## config.mk

```make
export PLATFORM = sky130hd
export DESIGN_NAME = video_timing
export DESIGN_NICKNAME = d
export VERILOG_FILES = /design/src/hdl/video_pkg.sv /design/src/hdl/video_timing.sv
export SDC_FILE = /design/constraint.sdc
export NUM_CORES = 1
export LEC_CHECK = 0
export BUFFER_PORTS_ARGS = -buffer_cell sky130_fd_sc_hd__buf_4
export CORE_MARGIN = 2
export CORE_UTILIZATION = 59
export DETAILED_ROUTE_END_ITERATION = 8
export GPL_TIMING_DRIVEN = 1
export PLACE_DENSITY_LB_ADDON = 0.3
export SLEW_MARGIN = 30
export SYNTH_ARGS = -nofsm -noshare
export SYNTH_HDL_FRONTEND = slang
export SYNTH_SLANG_ARGS = --single-unit
```

## constraint.sdc

```tcl
create_clock -name pclk -period 4.54 [get_ports pclk]
set_clock_uncertainty 0.05 [all_clocks]
set_input_delay 0.227 -clock pclk [delete_from_list [all_inputs] [get_ports pclk]]
set_output_delay 0.227 -clock pclk [all_outputs]
set_load 0.05 [all_outputs]
```

## src/hdl/video_pkg.sv

```systemverilog
package video_pkg;

    // horizontal timing in pixels
    localparam int H_VISIBLE = 160;
    localparam int H_FRONT   = 8;
    localparam int H_SYNC    = 16;
    localparam int H_TOTAL   = 200;

    // vertical timing in lines
    localparam int V_VISIBLE = 120;
    localparam int V_FRONT   = 2;
    localparam int V_SYNC    = 2;
    localparam int V_TOTAL   = 130;

    localparam logic HS_ACTIVE = 1'b0;                  // hsync asserted low
    localparam logic VS_ACTIVE = 1'b0;                  // vsync asserted low

    localparam int H_CNT_W  = $clog2(H_TOTAL);          // 8 bits
    localparam int V_CNT_W  = $clog2(V_TOTAL);          // 8 bits
    localparam int PIPE_LAT = 3;                        // counters to rgb

    localparam int VRAM_AW        = 13;                 // 8k words
    localparam int PIX_PER_WORD   = 4;
    localparam int PIX_SEL_W      = $clog2(PIX_PER_WORD);
    localparam int WORDS_PER_LINE = H_VISIBLE / PIX_PER_WORD;   // 40

    localparam int COLOR_W     = 4;                     // bits per channel
    localparam int RGB_W       = 3 * COLOR_W;           // red in top bits
    localparam int PAL_ENTRIES = 16;
    localparam int PAL_IW      = $clog2(PAL_ENTRIES);
    localparam int PIX_WORD_W  = PIX_PER_WORD * PAL_IW; // 16

    typedef struct packed {
        logic [PIX_PER_WORD-1:0][PAL_IW-1:0] idx;       // idx[3] is leftmost
    } pix_bitmap_t;

    typedef struct packed {
        logic [PAL_IW-1:0]       fg;
        logic [PAL_IW-1:0]       bg;
        logic [PAL_IW-1:0]       rsvd;                  // ignored by the decoder
        logic [PIX_PER_WORD-1:0] pattern;               // msb is leftmost, 1 picks fg
    } pix_attr_t;

    // one vram word, read as bitmap or as attribute cell
    typedef union packed {
        pix_bitmap_t bm;
        pix_attr_t   at;
    } pix_word_u;

endpackage

```

## src/hdl/video_timing.sv

```systemverilog
`timescale 1ns/1ns

module video_timing import video_pkg::*; (
    input  logic               pclk,
    input  logic               rst_i,
    output logic               hsync_o,
    output logic               vsync_o,
    output logic               de_o,
    output logic               fetch_o,
    output logic [VRAM_AW-1:0] fetch_addr_o,
    output logic               load_o
);

    logic [H_CNT_W-1:0]  h_q;
    logic [V_CNT_W-1:0]  v_q;
    logic                hs_raw, vs_raw, de_raw;
    logic                line_end;                  // slot that fetches word 0 of next line
    logic [VRAM_AW-1:0]  row, col;
    logic [PIPE_LAT-1:0] hs_pipe, vs_pipe, de_pipe;
    logic                load_q;

    always_ff @(posedge pclk) begin
        if (rst_i) begin
            h_q <= '0;
            v_q <= V_CNT_W'(V_TOTAL - 1);           // start in last blank line so line 0 is fetched
        end else if (h_q == H_CNT_W'(H_TOTAL - 1)) begin
            h_q <= '0;
            v_q <= (v_q == V_CNT_W'(V_TOTAL - 1)) ? '0 : v_q + 1'b1;
        end else begin
            h_q <= h_q + 1'b1;
        end
    end

    assign hs_raw = (h_q >= H_VISIBLE + H_FRONT && h_q < H_VISIBLE + H_FRONT + H_SYNC) ?
                    HS_ACTIVE : ~HS_ACTIVE;
    assign vs_raw = (v_q >= V_VISIBLE + V_FRONT && v_q < V_VISIBLE + V_FRONT + V_SYNC) ?
                    VS_ACTIVE : ~VS_ACTIVE;
    assign de_raw = h_q < H_VISIBLE && v_q < V_VISIBLE;

    assign line_end = h_q == H_CNT_W'(H_TOTAL - 2);

    always_comb begin
        if (line_end) begin
            col = '0;
            row = (v_q == V_CNT_W'(V_TOTAL - 1)) ? '0 : VRAM_AW'(v_q) + 1'b1;
        end else begin
            col = VRAM_AW'((h_q + 2'd2) / PIX_PER_WORD);    // group two pixels ahead
            row = VRAM_AW'(v_q);
        end
    end

    // one fetch per group, two cycles before its first pixel
    assign fetch_o = row < V_VISIBLE &&
                     (line_end || (h_q % PIX_PER_WORD == PIX_PER_WORD - 2 &&
                                   h_q < H_VISIBLE - 2));
    assign fetch_addr_o = row * VRAM_AW'(WORDS_PER_LINE) + col;

    always_ff @(posedge pclk) begin
        if (rst_i) begin
            hs_pipe <= {PIPE_LAT{~HS_ACTIVE}};
            vs_pipe <= {PIPE_LAT{~VS_ACTIVE}};
            de_pipe <= '0;
            load_q  <= 1'b0;
        end else begin
            hs_pipe <= {hs_pipe[PIPE_LAT-2:0], hs_raw};
            vs_pipe <= {vs_pipe[PIPE_LAT-2:0], vs_raw};
            de_pipe <= {de_pipe[PIPE_LAT-2:0], de_raw};
            load_q  <= de_raw && h_q % PIX_PER_WORD == 0;   // shifter takes word next edge
        end
    end

    assign hsync_o = hs_pipe[PIPE_LAT-1];
    assign vsync_o = vs_pipe[PIPE_LAT-1];
    assign de_o    = de_pipe[PIPE_LAT-1];           // lines up with registered rgb
    assign load_o  = load_q;

endmodule

```

== Yosys cells after proc, flatten, opt, wreduce, memory -nomap -nowiden ==
Index checks and enable logic that the tools add are counted.
Word-level totals
  register bits: 26
  input port bits: 2
  output and inout port bits: 18
  word-level logic and storage cells: 39
Cells by class
  $add $sub $neg: 5
  multipliers: 1
  order comparisons: 8
  equal/unequal tests: 4
  mux-type cells: 6
  reductions and logical operators: 9
Operators by type and width (count)
  logical NOT 32 bit: 1
  == test 8 bit (second input constant): 3
  less-than comparator 8 bit (second input constant): 3
  two-way mux 9 bit: 2
  adder 8 x 1 -> 8 bit (second input constant): 2
  less-than comparator 8 x 7 -> 1 bit (second input constant): 2
  adder 13 bit: 1
  less-than comparator 13 x 7 -> 1 bit (second input constant): 1
  multiplier 13 x 3 -> 10 bit (second input constant): 1
  adder 8 x 1 -> 9 bit (second input constant): 1
  adder 8 x 2 -> 9 bit (second input constant): 1
  >= comparator 8 x 7 -> 1 bit (second input constant): 1
  >= comparator 8 bit (second input constant): 1
  two-way mux 8 bit: 1
  two-way mux 7 bit: 1
  logical AND 1 bit: 6
  == test 2 bit (second input constant): 1
  two-way mux 1 bit: 2
  OR reduction 2 bit: 1
  logical OR 1 bit: 1

== Logic depth before layout (Yosys ltp) ==
Gate-level depths: netlist of run 1.
  depth in word-level cells: 5
  mapped depth: 18

== Worst setup path before layout of run 1 ==
OpenSTA, ideal clock, no wires.
  path kind: flip-flop to output port
  start point: register h_q[1]
  end point: output fetch_addr_o[12]
  arrival time: 4248 ps
  slack: 15 ps
  stages on the path, launching flop included: 15
  path buffers: 1
  cell sequence: dfxtp_1 -> ha_1 -> nand4_4 -> or4_4 -> buf_6 -> o31ai_1 -> ha_1 -> ha_1 -> fa_1 -> a211oi_1 -> o21bai_1 -> a21oi_1 -> xor2_1 -> xnor2_1 -> xnor2_1
Between the ends
  longest elaborated chain between the ends: 4
RTL lines
  from (decl): RTL line video_timing.sv:14  | logic [H_CNT_W-1:0] h_q;
  from (signal assigned): RTL line video_timing.sv:30  | h_q <= h_q + 1'b1;
  == test 8 bit: RTL line video_timing.sv:40  | assign line_end = h_q == H_CNT_W'(H_TOTAL - 2);
  two-way mux 9 bit: RTL line video_timing.sv:43  | if (line_end) begin
  multiplier 13 x 3 -> 10 bit: RTL line video_timing.sv:56  | assign fetch_addr_o = row * VRAM_AW'(WORDS_PER_LINE) + col;
  adder 13 bit (*): RTL line video_timing.sv:56
  to (decl): RTL line video_timing.sv:10  | output logic [VRAM_AW-1:0] fetch_addr_o,
Every way passes the cells marked *; elsewhere a longest branch is shown, timed or not.

== Worst setup path in the final report of run 1 ==
  start point: register h_q[0]
  end point: output fetch_addr_o[12]
Same word-level chain as after synthesis.

==> run_results.csv, run 1 <==
group,metric,value,unit
outcome,status,"completed",
sta,holdWs,157,ps
logic_synthesis,synthAdderAreaFrac,0.175,
grt,track_usage,0.215,
sta,hold_violations,0,
min_path,worst_hold_path_type,"in -> reg",
logic_synthesis,synth-seq-cells,26,
logic_synthesis,synth_top_flop_cell,"dfxtp_1",
floorplan,die_w,61.4,µm
logic_synthesis,ys_types,43,
power,power_leakage,0.966,nW
clock_network,cts_made_buffers,3,
critical_path,required,4260,ps
placed_design,dpl.hpwl,2850,µm
grt,grt_max_degree,20,
clock_network,clockBufferDepth,2,
grt,grt_pass1_vias,1444,
clock_network,cts_tree,"done",
logic_synthesis,synth_top_family_by_area,"simple AND/OR/NAND/NOR gates",
power,switchingPower,0.0000805,W
placed_design,placed_cells_incl_taps,287,
floorplan,rows,20,
clock_network,cts.sinks,26,
logic_synthesis,syn_inst,234,
grt,antenna_found_initial,0,
logic_synthesis,synth_top_area_cell,"dfxtp_1",
sta,slew_headroom,0.628,
cells_and_area,num_antenna_cells,0,
clock_network,cts-root-buf,"clkbuf_4",
logic_synthesis,yosys.area_share.simple,0.253,
floorplan,die_height,61.4,µm
detailed_routing,num_vias,1671,
cells_and_area,stdcell_count,298,
logic_synthesis,syn_nets,262,
floorplan,io_pins,20,
detailed_routing,ant_nets,0,
logic_synthesis,synth_area_per_cell,8.32,µm²
power,p_sw_frac,0.229,
power,power_frac_comb,0.071,
floorplan,coreArea,3100,µm²
power,p_int,0.000271,W
logic_synthesis,yosysWarnings,0,
sta,final.min_clock_period,4360,ps
clock_network,htreeDepth,1,
logic_synthesis,yosys.area_share.xor_xnor,0.121,
power,power.share.clock,0.261,
detailed_routing,avgRoutedWirePerCell,13.0,µm
critical_path,critPathKind,"reg -> out",
cells_and_area,syn_to_final_growth,14.7,%
cells_and_area,drive_gt1_frac,0.220,
detailed_routing,dr.pass1.iters,5,
placed_design,place_congestion,0.862,
logic_synthesis,synth_seq_area_share,0.267,
grt,grt_first_pass_wirelength,6230,µm
critical_path,crit_fanout,6,
job,drv_cap,0,
logic_synthesis,ys_top_cells_by_area,"dfxtp_1 (27%), ha_1 (15%), xnor2_1 (6.7%)",
detailed_routing,drt_wl_total,3890,µm
floorplan,start_util,0.627,
cells_and_area,fillers,269,
grt,grt_overflow,0,
power,p_seq_frac,0.668,
logic_synthesis,synth_mux_area_frac,0,
clock_network,worstSkewPairLatency,300,ps
critical_path,cp.arrival,4080,ps
floorplan,design.die.area,3780,µm²
power,cellPowerDensity,157,nW/µm²
critical_path,start_kind,"flop",
power,peakVddDrop,0.164,mV
sta,worst_slew_pin_slew,556,ps
placed_design,io_buffers,19,
sta,max_freq,0.229,GHz
logic_synthesis,synth_edf_count,0,
clock_network,path_clk_slew,120,ps
detailed_routing,drtIter0Drc,76,
logic_synthesis,synth_compound_area_frac,0.132,
detailed_routing,via_per_inst,5.61,
sta,slew_violations,0,
cells_and_area,fin_nets,284,
sta,setup_viol,0,
logic_synthesis,netlist.area_leader.share,0.267,
critical_path,cp-end-kind,"output pin",
detailed_routing,drc_errors,0,
logic_synthesis,netlist_area,1950,µm²
sta,post-route-period-util,0.960,
logic_synthesis,async_flop_share,0,
## cells by family after synthesis
logic type,Yosys count
simple gates,92
buf+inv,21
fa+ha+maj,26
xor+xnor,27
flops,26
compound gates,42
## routing by layer
| layer | share of wire | wire (µm) | global-route usage | vias up |
|---|---|---|---|---|
| met5 | 0 | 0 | 0 | - |
| met3 | 0.044 | 171 | 0.0399 | 4 |
| met2 | 0.50 | 1940 | 0.359 | 43 |
| met4 | 0.0093 | 36 | 0.0304 | 0 |
| met1 | 0.45 | 1740 | 0.297 | 770 |
| li1 | - | - | - | 854 |
## repair_timing
action,CTS,global route
setup buffers,0,8
gates resized for setup,1,16
pin swaps,0,7
setup endpoints to repair,1,3
hold buffers,0,0
## cells in the final DEF, fill, tap and decap left out, drive strengths merged, types with 2 or more instances in the layout
| cell type | Yosys | routed |
|---|---|---|
| a211o | 2 | 2 |
| nor3 | 5 | 5 |
| o31ai | 4 | 4 |
| o21ai | 12 | 12 |
| a21oi | 13 | 13 |
| buf | 8 | 29 |
| nor4 | 3 | 3 |
| xor2 | 12 | 12 |
| xnor2 | 15 | 15 |
| and2 | 3 | 3 |
| nor2b | 4 | 4 |
| clkbuf | 5 | 4 |
| ha | 24 | 24 |
| nand2b | 2 | 2 |
| or3 | 3 | 3 |
| o21bai | 3 | 3 |
| nor2 | 31 | 31 |
| dfxtp | 26 | 26 |
| or4 | 2 | 2 |
| or2 | 5 | 5 |
| inv | 8 | 8 |
| and3 | 4 | 4 |
| nand2 | 13 | 13 |
| fa | 2 | 2 |
| and4 | 2 | 2 |
| a21o | 3 | 3 |
| nand3 | 7 | 7 |
| nand4 | 7 | 7 |
## worst max-delay path, stage by stage (launching register included)
cell	delay (ps)
dfxtp_4	380
inv_1	90
ha_2	210
nand4_4	100
or4_4	580
buf_4	170
nand2_1	80
o31ai_2	80
ha_1	280
ha_2	210
fa_2	400
buf_4	150
a21o_1	170
a21oi_1	220
xnor2_2	160
nand4_1	120
xnor2_1	150
buf_4	210
## stage by stage
stage,setup slack [ps],total power [W],TNS (ps),cell area [µm²],util
detailed placement,386,0.000263,0,2100,0.675
floorplan,15.4,0.000255,0,1950,-
global placement,408,0.000262,0,2100,0.675
global route,-19.8,0.000367,-19.8,2230,0.720
finish,181,0.000351,0,2230,0.720
CTS,24.1,0.000351,0,2120,0.684
## area by class of cell
class | count | area, µm² | area share
Timing Repair Buffer | 30 | 223 | 0.0997
Inverter | 8 | 30.0 | 0.0134
Multi-Input combinational cell | 187 | 1380 | 0.616
Tap cell | 44 | 55.1 | 0.0246
Clock buffer | 3 | 22.5 | 0.0101
Sequential cell | 26 | 527 | 0.236
## final timing paths
check                                 from          endpoint  slack (ps)  cells past startpoint
worst max-delay path                h_q[0]  fetch_addr_o[12]         180                     17
worst min-delay path                 rst_i            v_q[2]         160                      2
worst max register to register      h_q[1]            v_q[2]        2480                      5
worst min register to register  vs_pipe[0]        vs_pipe[1]         370                      1
## cells in the mapped netlist, types with 3 or more instances
master and n:
buf_2 3, clkbuf_1 5, o21ai_0 9, xnor2_1 15, nor3_1 5, and3_1 4
o21ai_1 3, nand3_1 7, nand4_1 6, nor2b_1 4, or3_1 3, o31ai_1 4
nand2_1 13, inv_1 8, dfxtp_1 26, a21oi_1 13, and2_1 3, or2_2 4
o21bai_1 3, xor2_1 12, nor2_1 31, ha_1 24
## power by group through the flow
stage	Sequential [W]	Clock (W)	Combinational [W]
floorplan	0.000238	0	0.0000173
detailed placement	0.000239	0	0.0000233
global route	0.000235	0.000105	0.0000274
global placement	0.000239	0	0.0000230
CTS	0.000234	0.0000935	0.0000235
finish	0.000234	0.0000916	0.0000250
## state kept, by name, summed over array words and instances, names as in the netlist
signal	flops
hs_pipe	3
h_q	8
v_q	8
load_o	1
vs_pipe	3
de_pipe	3
(Power assumes the default switching activity.)
==> run 2, diff against run 1 <==
--- a/config.mk
+++ b/config.mk
@@ -6,7 +6,7 @@
 export NUM_CORES = 1
 export LEC_CHECK = 0
 export BUFFER_PORTS_ARGS = -buffer_cell sky130_fd_sc_hd__buf_4
-export CORE_MARGIN = 2
+export CORE_MARGIN = 1
 export CORE_UTILIZATION = 59
 export DETAILED_ROUTE_END_ITERATION = 8
 export GPL_TIMING_DRIVEN = 1
==> run_results.csv, run 2 (synthesized netlist as in run 1, its figures left out) <==
group,metric,value,unit
cells_and_area,syn_to_final_growth,12.9,%
detailed_routing,num_vias,1672,
placed_design,io_buffers,19,
sta,worst_slew_pin_slew,607,ps
cells_and_area,seq_area,524,µm²
detailed_routing,avgRoutedWirePerCell,13.4,µm
job,drv_cap,0,
detailed_routing,drc_errors,0,
cells_and_area,fin_nets,281,
floorplan,rows,20,
critical_path,cp-end-kind,"output pin",
clock_network,cts-root-buf,"clkbuf_4",
clock_network,cts_tree,"done",
sta,slew_headroom,0.594,
detailed_routing,ant_nets,0,
cells_and_area,top_regs,"h_q: 8 flops, v_q: 8 flops",
floorplan,die_w,59.4,µm
grt,grt_overflow,0,
grt,grt_first_pass_wirelength,6170,µm
cells_and_area,num_antenna_cells,0,
cells_and_area,final_common_cell,"nor2_1",
detailed_routing,drtIter0Drc,66,
critical_path,cp_common_cell,"xnor2_1",
placed_design,place_congestion,0.839,
sta,slew_violations,0,
clock_network,cts.sinks,26,
floorplan,design.die.area,3530,µm²
critical_path,worst-path-stages,16,
critical_path,critPathTopFamily,"adder cells",
clock_network,htreeDepth,1,
detailed_routing,drt_wl_total,3950,µm
critical_path,crit_chain,"inv_1, ha_2, nand4_4, or4_4, clkbuf_2, o21ai_1, o31ai_2, ha_1, fa_2, a211oi_2, o21bai_1, a21oi_2, xor2_1, xnor2_1, xnor2_1, buf_4",
sta,max_freq,0.229,GHz
detailed_routing,routed-wl-met3,149,µm
power,cellPowerDensity,159,nW/µm²
critical_path,ff2ff_path_depth,5,
sta,hold_violations,0,
detailed_routing,routedLengthMet1,1850,µm
floorplan,coreArea,3100,µm²
detailed_routing,via_per_inst,5.67,
grt,grt_max_degree,20,
outcome,status,"completed",
cells_and_area,stdcell_count,295,
critical_path,worstReg2RegEnd,"v_q[2]",
critical_path,cp_num_buf_inv,3,
sta,final.min_clock_period,4370,ps
clock_network,path_clk_slew,120,ps
cells_and_area,fillers,258,
critical_path,crit_slowest_cell,"or4_4",
cells_and_area,final_core_util,0.708,
critical_path,rrSetupSlack,2380,ps
critical_path,required,4260,ps
detailed_routing,dr.pass1.iters,4,
power,peakVddDrop,0.178,mV
cells_and_area,layout_common_cells,"nor2_1 (30), buf_4 (26), ha_1 (23), dfxtp_1 (23), xnor2_1 (15)",
critical_path,start_kind,"flop",
clock_network,worstSkewPairLatency,300,ps
min_path,hp-start,"rst_i",
floorplan,io_pins,20,
sta,post-route-period-util,0.962,
cells_and_area,drive_gt1_frac,0.207,
critical_path,critPathKind,"reg -> out",
min_path,min_path_cells,2,
min_path,worst_hold_path_type,"in -> reg",
floorplan,start_util,0.627,
grt,track_usage,0.226,
floorplan,die_height,59.4,µm
critical_path,cp.arrival,4090,ps
placed_design,placed_cells_incl_taps,289,
cells_and_area,multi_input_area,1370,µm²
grt,antenna_found_initial,0,
min_path,min_to,"v_q[2]",
clock_network,clockBufferDepth,2,
critical_path,crit_fanout,6,
power,power_leakage,0.952,nW
clock_network,cts_made_buffers,3,
sta,setup_viol,0,
critical_path,r2r-start,"h_q[1]",
placed_design,dpl.hpwl,2850,µm
critical_path,cpPeakStageDelay,600,ps
detailed_routing,route.met2.wl,1890,µm
grt,grt_pass1_vias,1397,
detailed_routing,top_layer,"met4",
run 2: repair_timing:
| action | 4_1_cts | 5_1_grt |
|---|---|---|
| gates resized for setup | 1 | 12 |
| setup buffers | 0 | 3 |
| pin swaps | 0 | 2 |
| hold buffers | 0 | 0 |
| endpoints found under the setup margin | 1 | 3 |
run 2: per-layer routing:
metal,up-vias,GRT usage
met4,0,0.0306
met2,49,0.387
met1,767,0.301
met5,-,0
met3,6,0.0393
li1,850,-
run 2: report_power, final:
part,switching (W),leakage [nW],internal (W),total (W)
clock,0.0000607,0.0138,0.0000310,0.0000917
sequential,0.00000367,0.210,0.000231,0.000234
combinational,0.0000149,0.728,0.00000802,0.0000229
total,0.0000792,0.952,0.000270,0.000349
run 2: worst max-delay path by stage:
stage	start	endpoint	slack, ps
5_1_grt	h_q[0]	fetch_addr_o[12]	-50
3_5_place_dp	h_q[0]	fetch_addr_o[12]	380
4_1_cts	h_q[0]	fetch_addr_o[12]	0.5
3_3_place_gp	h_q[1]	fetch_addr_o[12]	430
6_report	h_q[0]	fetch_addr_o[12]	170
2_1_floorplan	h_q[1]	fetch_addr_o[12]	20
run 2: final cells by class:
| cell class | count | area share |
|---|---|---|
| Clock buffer | 3 | 0.0103 |
| Tap cell | 44 | 0.0251 |
| Inverter | 8 | 0.0137 |
| Sequential cell | 26 | 0.239 |
| Timing Repair Buffer | 27 | 0.0911 |
| Multi-Input combinational cell | 187 | 0.621 |
run 2: per-stage QoR:
stage / TNS, ps / setup WS [ps] / instance area, µm² / hold slack [ps] / power, W
after floorplan: 0 / 15.4 / 1950 / 339 / 0.000255
after global placement: 0 / 434 / 2110 / 341 / 0.000262
after detailed placement: 0 / 380 / 2110 / 345 / 0.000262
after CTS: 0 / 0.500 / 2140 / 150 / 0.000350
after global routing: -54.9 / -54.9 / 2200 / 140 / 0.000364
final: 0 / 171 / 2200 / 147 / 0.000349
==> run 3, diff against run 2 <==
--- a/config.mk
+++ b/config.mk
@@ -6,7 +6,7 @@
 export NUM_CORES = 1
 export LEC_CHECK = 0
 export BUFFER_PORTS_ARGS = -buffer_cell sky130_fd_sc_hd__buf_4
-export CORE_MARGIN = 1
+export CORE_MARGIN = 3
 export CORE_UTILIZATION = 59
 export DETAILED_ROUTE_END_ITERATION = 8
 export GPL_TIMING_DRIVEN = 1
==> run_results.csv, run 3 (synthesized netlist as in run 1, its figures left out) <==
group,metric,value,unit
outcome,status,"completed",
sta,holdWs,148,ps
detailed_routing,num_vias,1703,
detailed_routing,avgRoutedWirePerCell,13.4,µm
grt,grt_max_degree,20,
clock_network,path_clk_slew,140,ps
power,cellPowerDensity,165,nW/µm²
floorplan,design.die.area,4030,µm²
power,peakVddDrop,0.176,mV
sta,max_freq,0.230,GHz
power,p_int,0.000289,W
floorplan,coreArea,3100,µm²
clock_network,cts-root-buf,"clkbuf_4",
grt,antenna_found_initial,0,
power,p_seq_frac,0.625,
cells_and_area,top_regs,"h_q: 8 flops, v_q: 8 flops",
sta,hold_violations,0,
floorplan,start_util,0.627,
sta,setup_viol,0,
min_path,worst_hold_path_type,"in -> reg",
power,power_frac_comb,0.068,
clock_network,clockBufferDepth,2,
placed_design,place_congestion,0.861,
cells_and_area,fin_nets,286,
cells_and_area,syn_to_final_growth,16.7,%
power,power.share.clock,0.307,
clock_network,cts_made_buffers,3,
power,switchingPower,0.0000855,W
detailed_routing,drt_wl_total,4030,µm
critical_path,rrSetupSlack,2440,ps
grt,grt_overflow,0,
critical_path,critPathLaunch,"h_q[0]",
critical_path,r2r-start,"h_q[1]",
floorplan,die_w,63.4,µm
grt,track_usage,0.193,
critical_path,start_kind,"flop",
detailed_routing,dr.pass1.iters,4,
floorplan,die_height,63.4,µm
critical_path,worstReg2RegEnd,"v_q[2]",
critical_path,crit_fanout,8,
sta,fin_tns_setup,0,ps
cells_and_area,num_antenna_cells,0,
detailed_routing,via_per_inst,5.66,
power,power_leakage,0.980,nW
power,p_sw_frac,0.228,
clock_network,htreeDepth,1,
detailed_routing,ant_nets,0,
grt,grt_first_pass_wirelength,6510,µm
cells_and_area,layout_common_cells,"buf_4 (32), nor2_1 (30), dfxtp_1 (23)",
critical_path,critPathKind,"reg -> out",
detailed_routing,drtIter0Drc,96,
placed_design,dpl_worst_slack,388,ps
critical_path,crit_end,"fetch_addr_o[12]",
clock_network,worstSkewPairLatency,320,ps
sta,final.min_clock_period,4350,ps
sta,slew_headroom,0.626,
grt,grt_pass1_vias,1487,
clock_network,cts.sinks,26,
critical_path,ff2ff_path_depth,5,
clock_network,cts_tree,"done",
critical_path,cp.arrival,4080,ps
placed_design,dpl.hpwl,2780,µm
placed_design,io_buffers,19,
job,drv_cap,0,
critical_path,required,4260,ps
cells_and_area,final_common_cell,"buf_4",
sta,slew_violations,0,
critical_path,cp-end-kind,"output pin",
floorplan,io_pins,20,
sta,setup_ws,186,ps
detailed_routing,drc_errors,0,
sta,post-route-period-util,0.959,
sta,worst_slew_pin_slew,559,ps
floorplan,rows,20,
cells_and_area,drive_gt1_frac,0.233,
[run 3: cell count changes in the layout (fill, tap and decap cells not counted), sizes merged]
cell / before / now
buf: 26 / 32
[run 3: final cells by class]
cell class	count	area [µm²]
sequential	26	527
fill	255	831
multi-input combinational	187	1380
timing repair buffer	32	240
inverter	8	30.0
tap	44	55.1
clock buffer	4	36.3
[run 3: how the worst min path moves through the flow]
stage,startpoint,end,slack [ps],cells past startpoint
final,rst_i,h_q[2],150,2
after global placement,vs_pipe[0],vs_pipe[1],340,1
after CTS,rst_i,h_q[2],150,2
after global routing,rst_i,h_q[2],150,2
after detailed placement,vs_pipe[1],vs_pipe[2],340,1
after floorplan,hs_pipe[0],hs_pipe[1],340,1
[run 3: routing by layer]
layer	wire (µm)	track usage	share of wire	vias to the layer above
li1	-	-	-	857
met1	1910	0.265	0.47	795
met2	1940	0.318	0.48	47
met3	155	0.0321	0.039	4
met4	23	0.0404	0.0057	0
met5	0	0	0	-
[run 3: through the flow]
step	std cells	utilization	instance area, µm²	power [W]
floorplan	234	-	1950	0.000255
global placement	288	0.678	2100	0.000262
detailed placement	288	0.678	2100	0.000262
CTS	293	0.692	2150	0.000373
global route	301	0.732	2270	0.000389
finish	301	0.732	2270	0.000375
[run 3: repair_timing]
action	4_1_cts	5_1_grt
buffers inserted	1	8
hold buffers	0	0
setup endpoints to repair	1	3
gates resized for setup	0	18
pin swaps	0	11
[run 3: critical path: stages (launching register included)]
cell	delay, ps
dfxtp_4	380
inv_1	80
ha_2	210
nand4_4	100
or4_4	650
nor2_4	130
xor2_2	200
ha_1	260
ha_2	200
fa_2	390
a211oi_2	210
o21bai_1	100
a21oi_1	160
xor2_1	180
xnor2_1	150
xnor2_1	130
buf_4	210
[run 3: power groups by stage]
stage | Clock (W) | Sequential, W | Combinational, W
final | 0.000115 | 0.000234 | 0.0000255
after global routing | 0.000127 | 0.000235 | 0.0000275
after CTS | 0.000116 | 0.000234 | 0.0000233
after detailed placement | 0 | 0.000239 | 0.0000230
after global placement | 0 | 0.000239 | 0.0000233
after floorplan | 0 | 0.000238 | 0.0000173
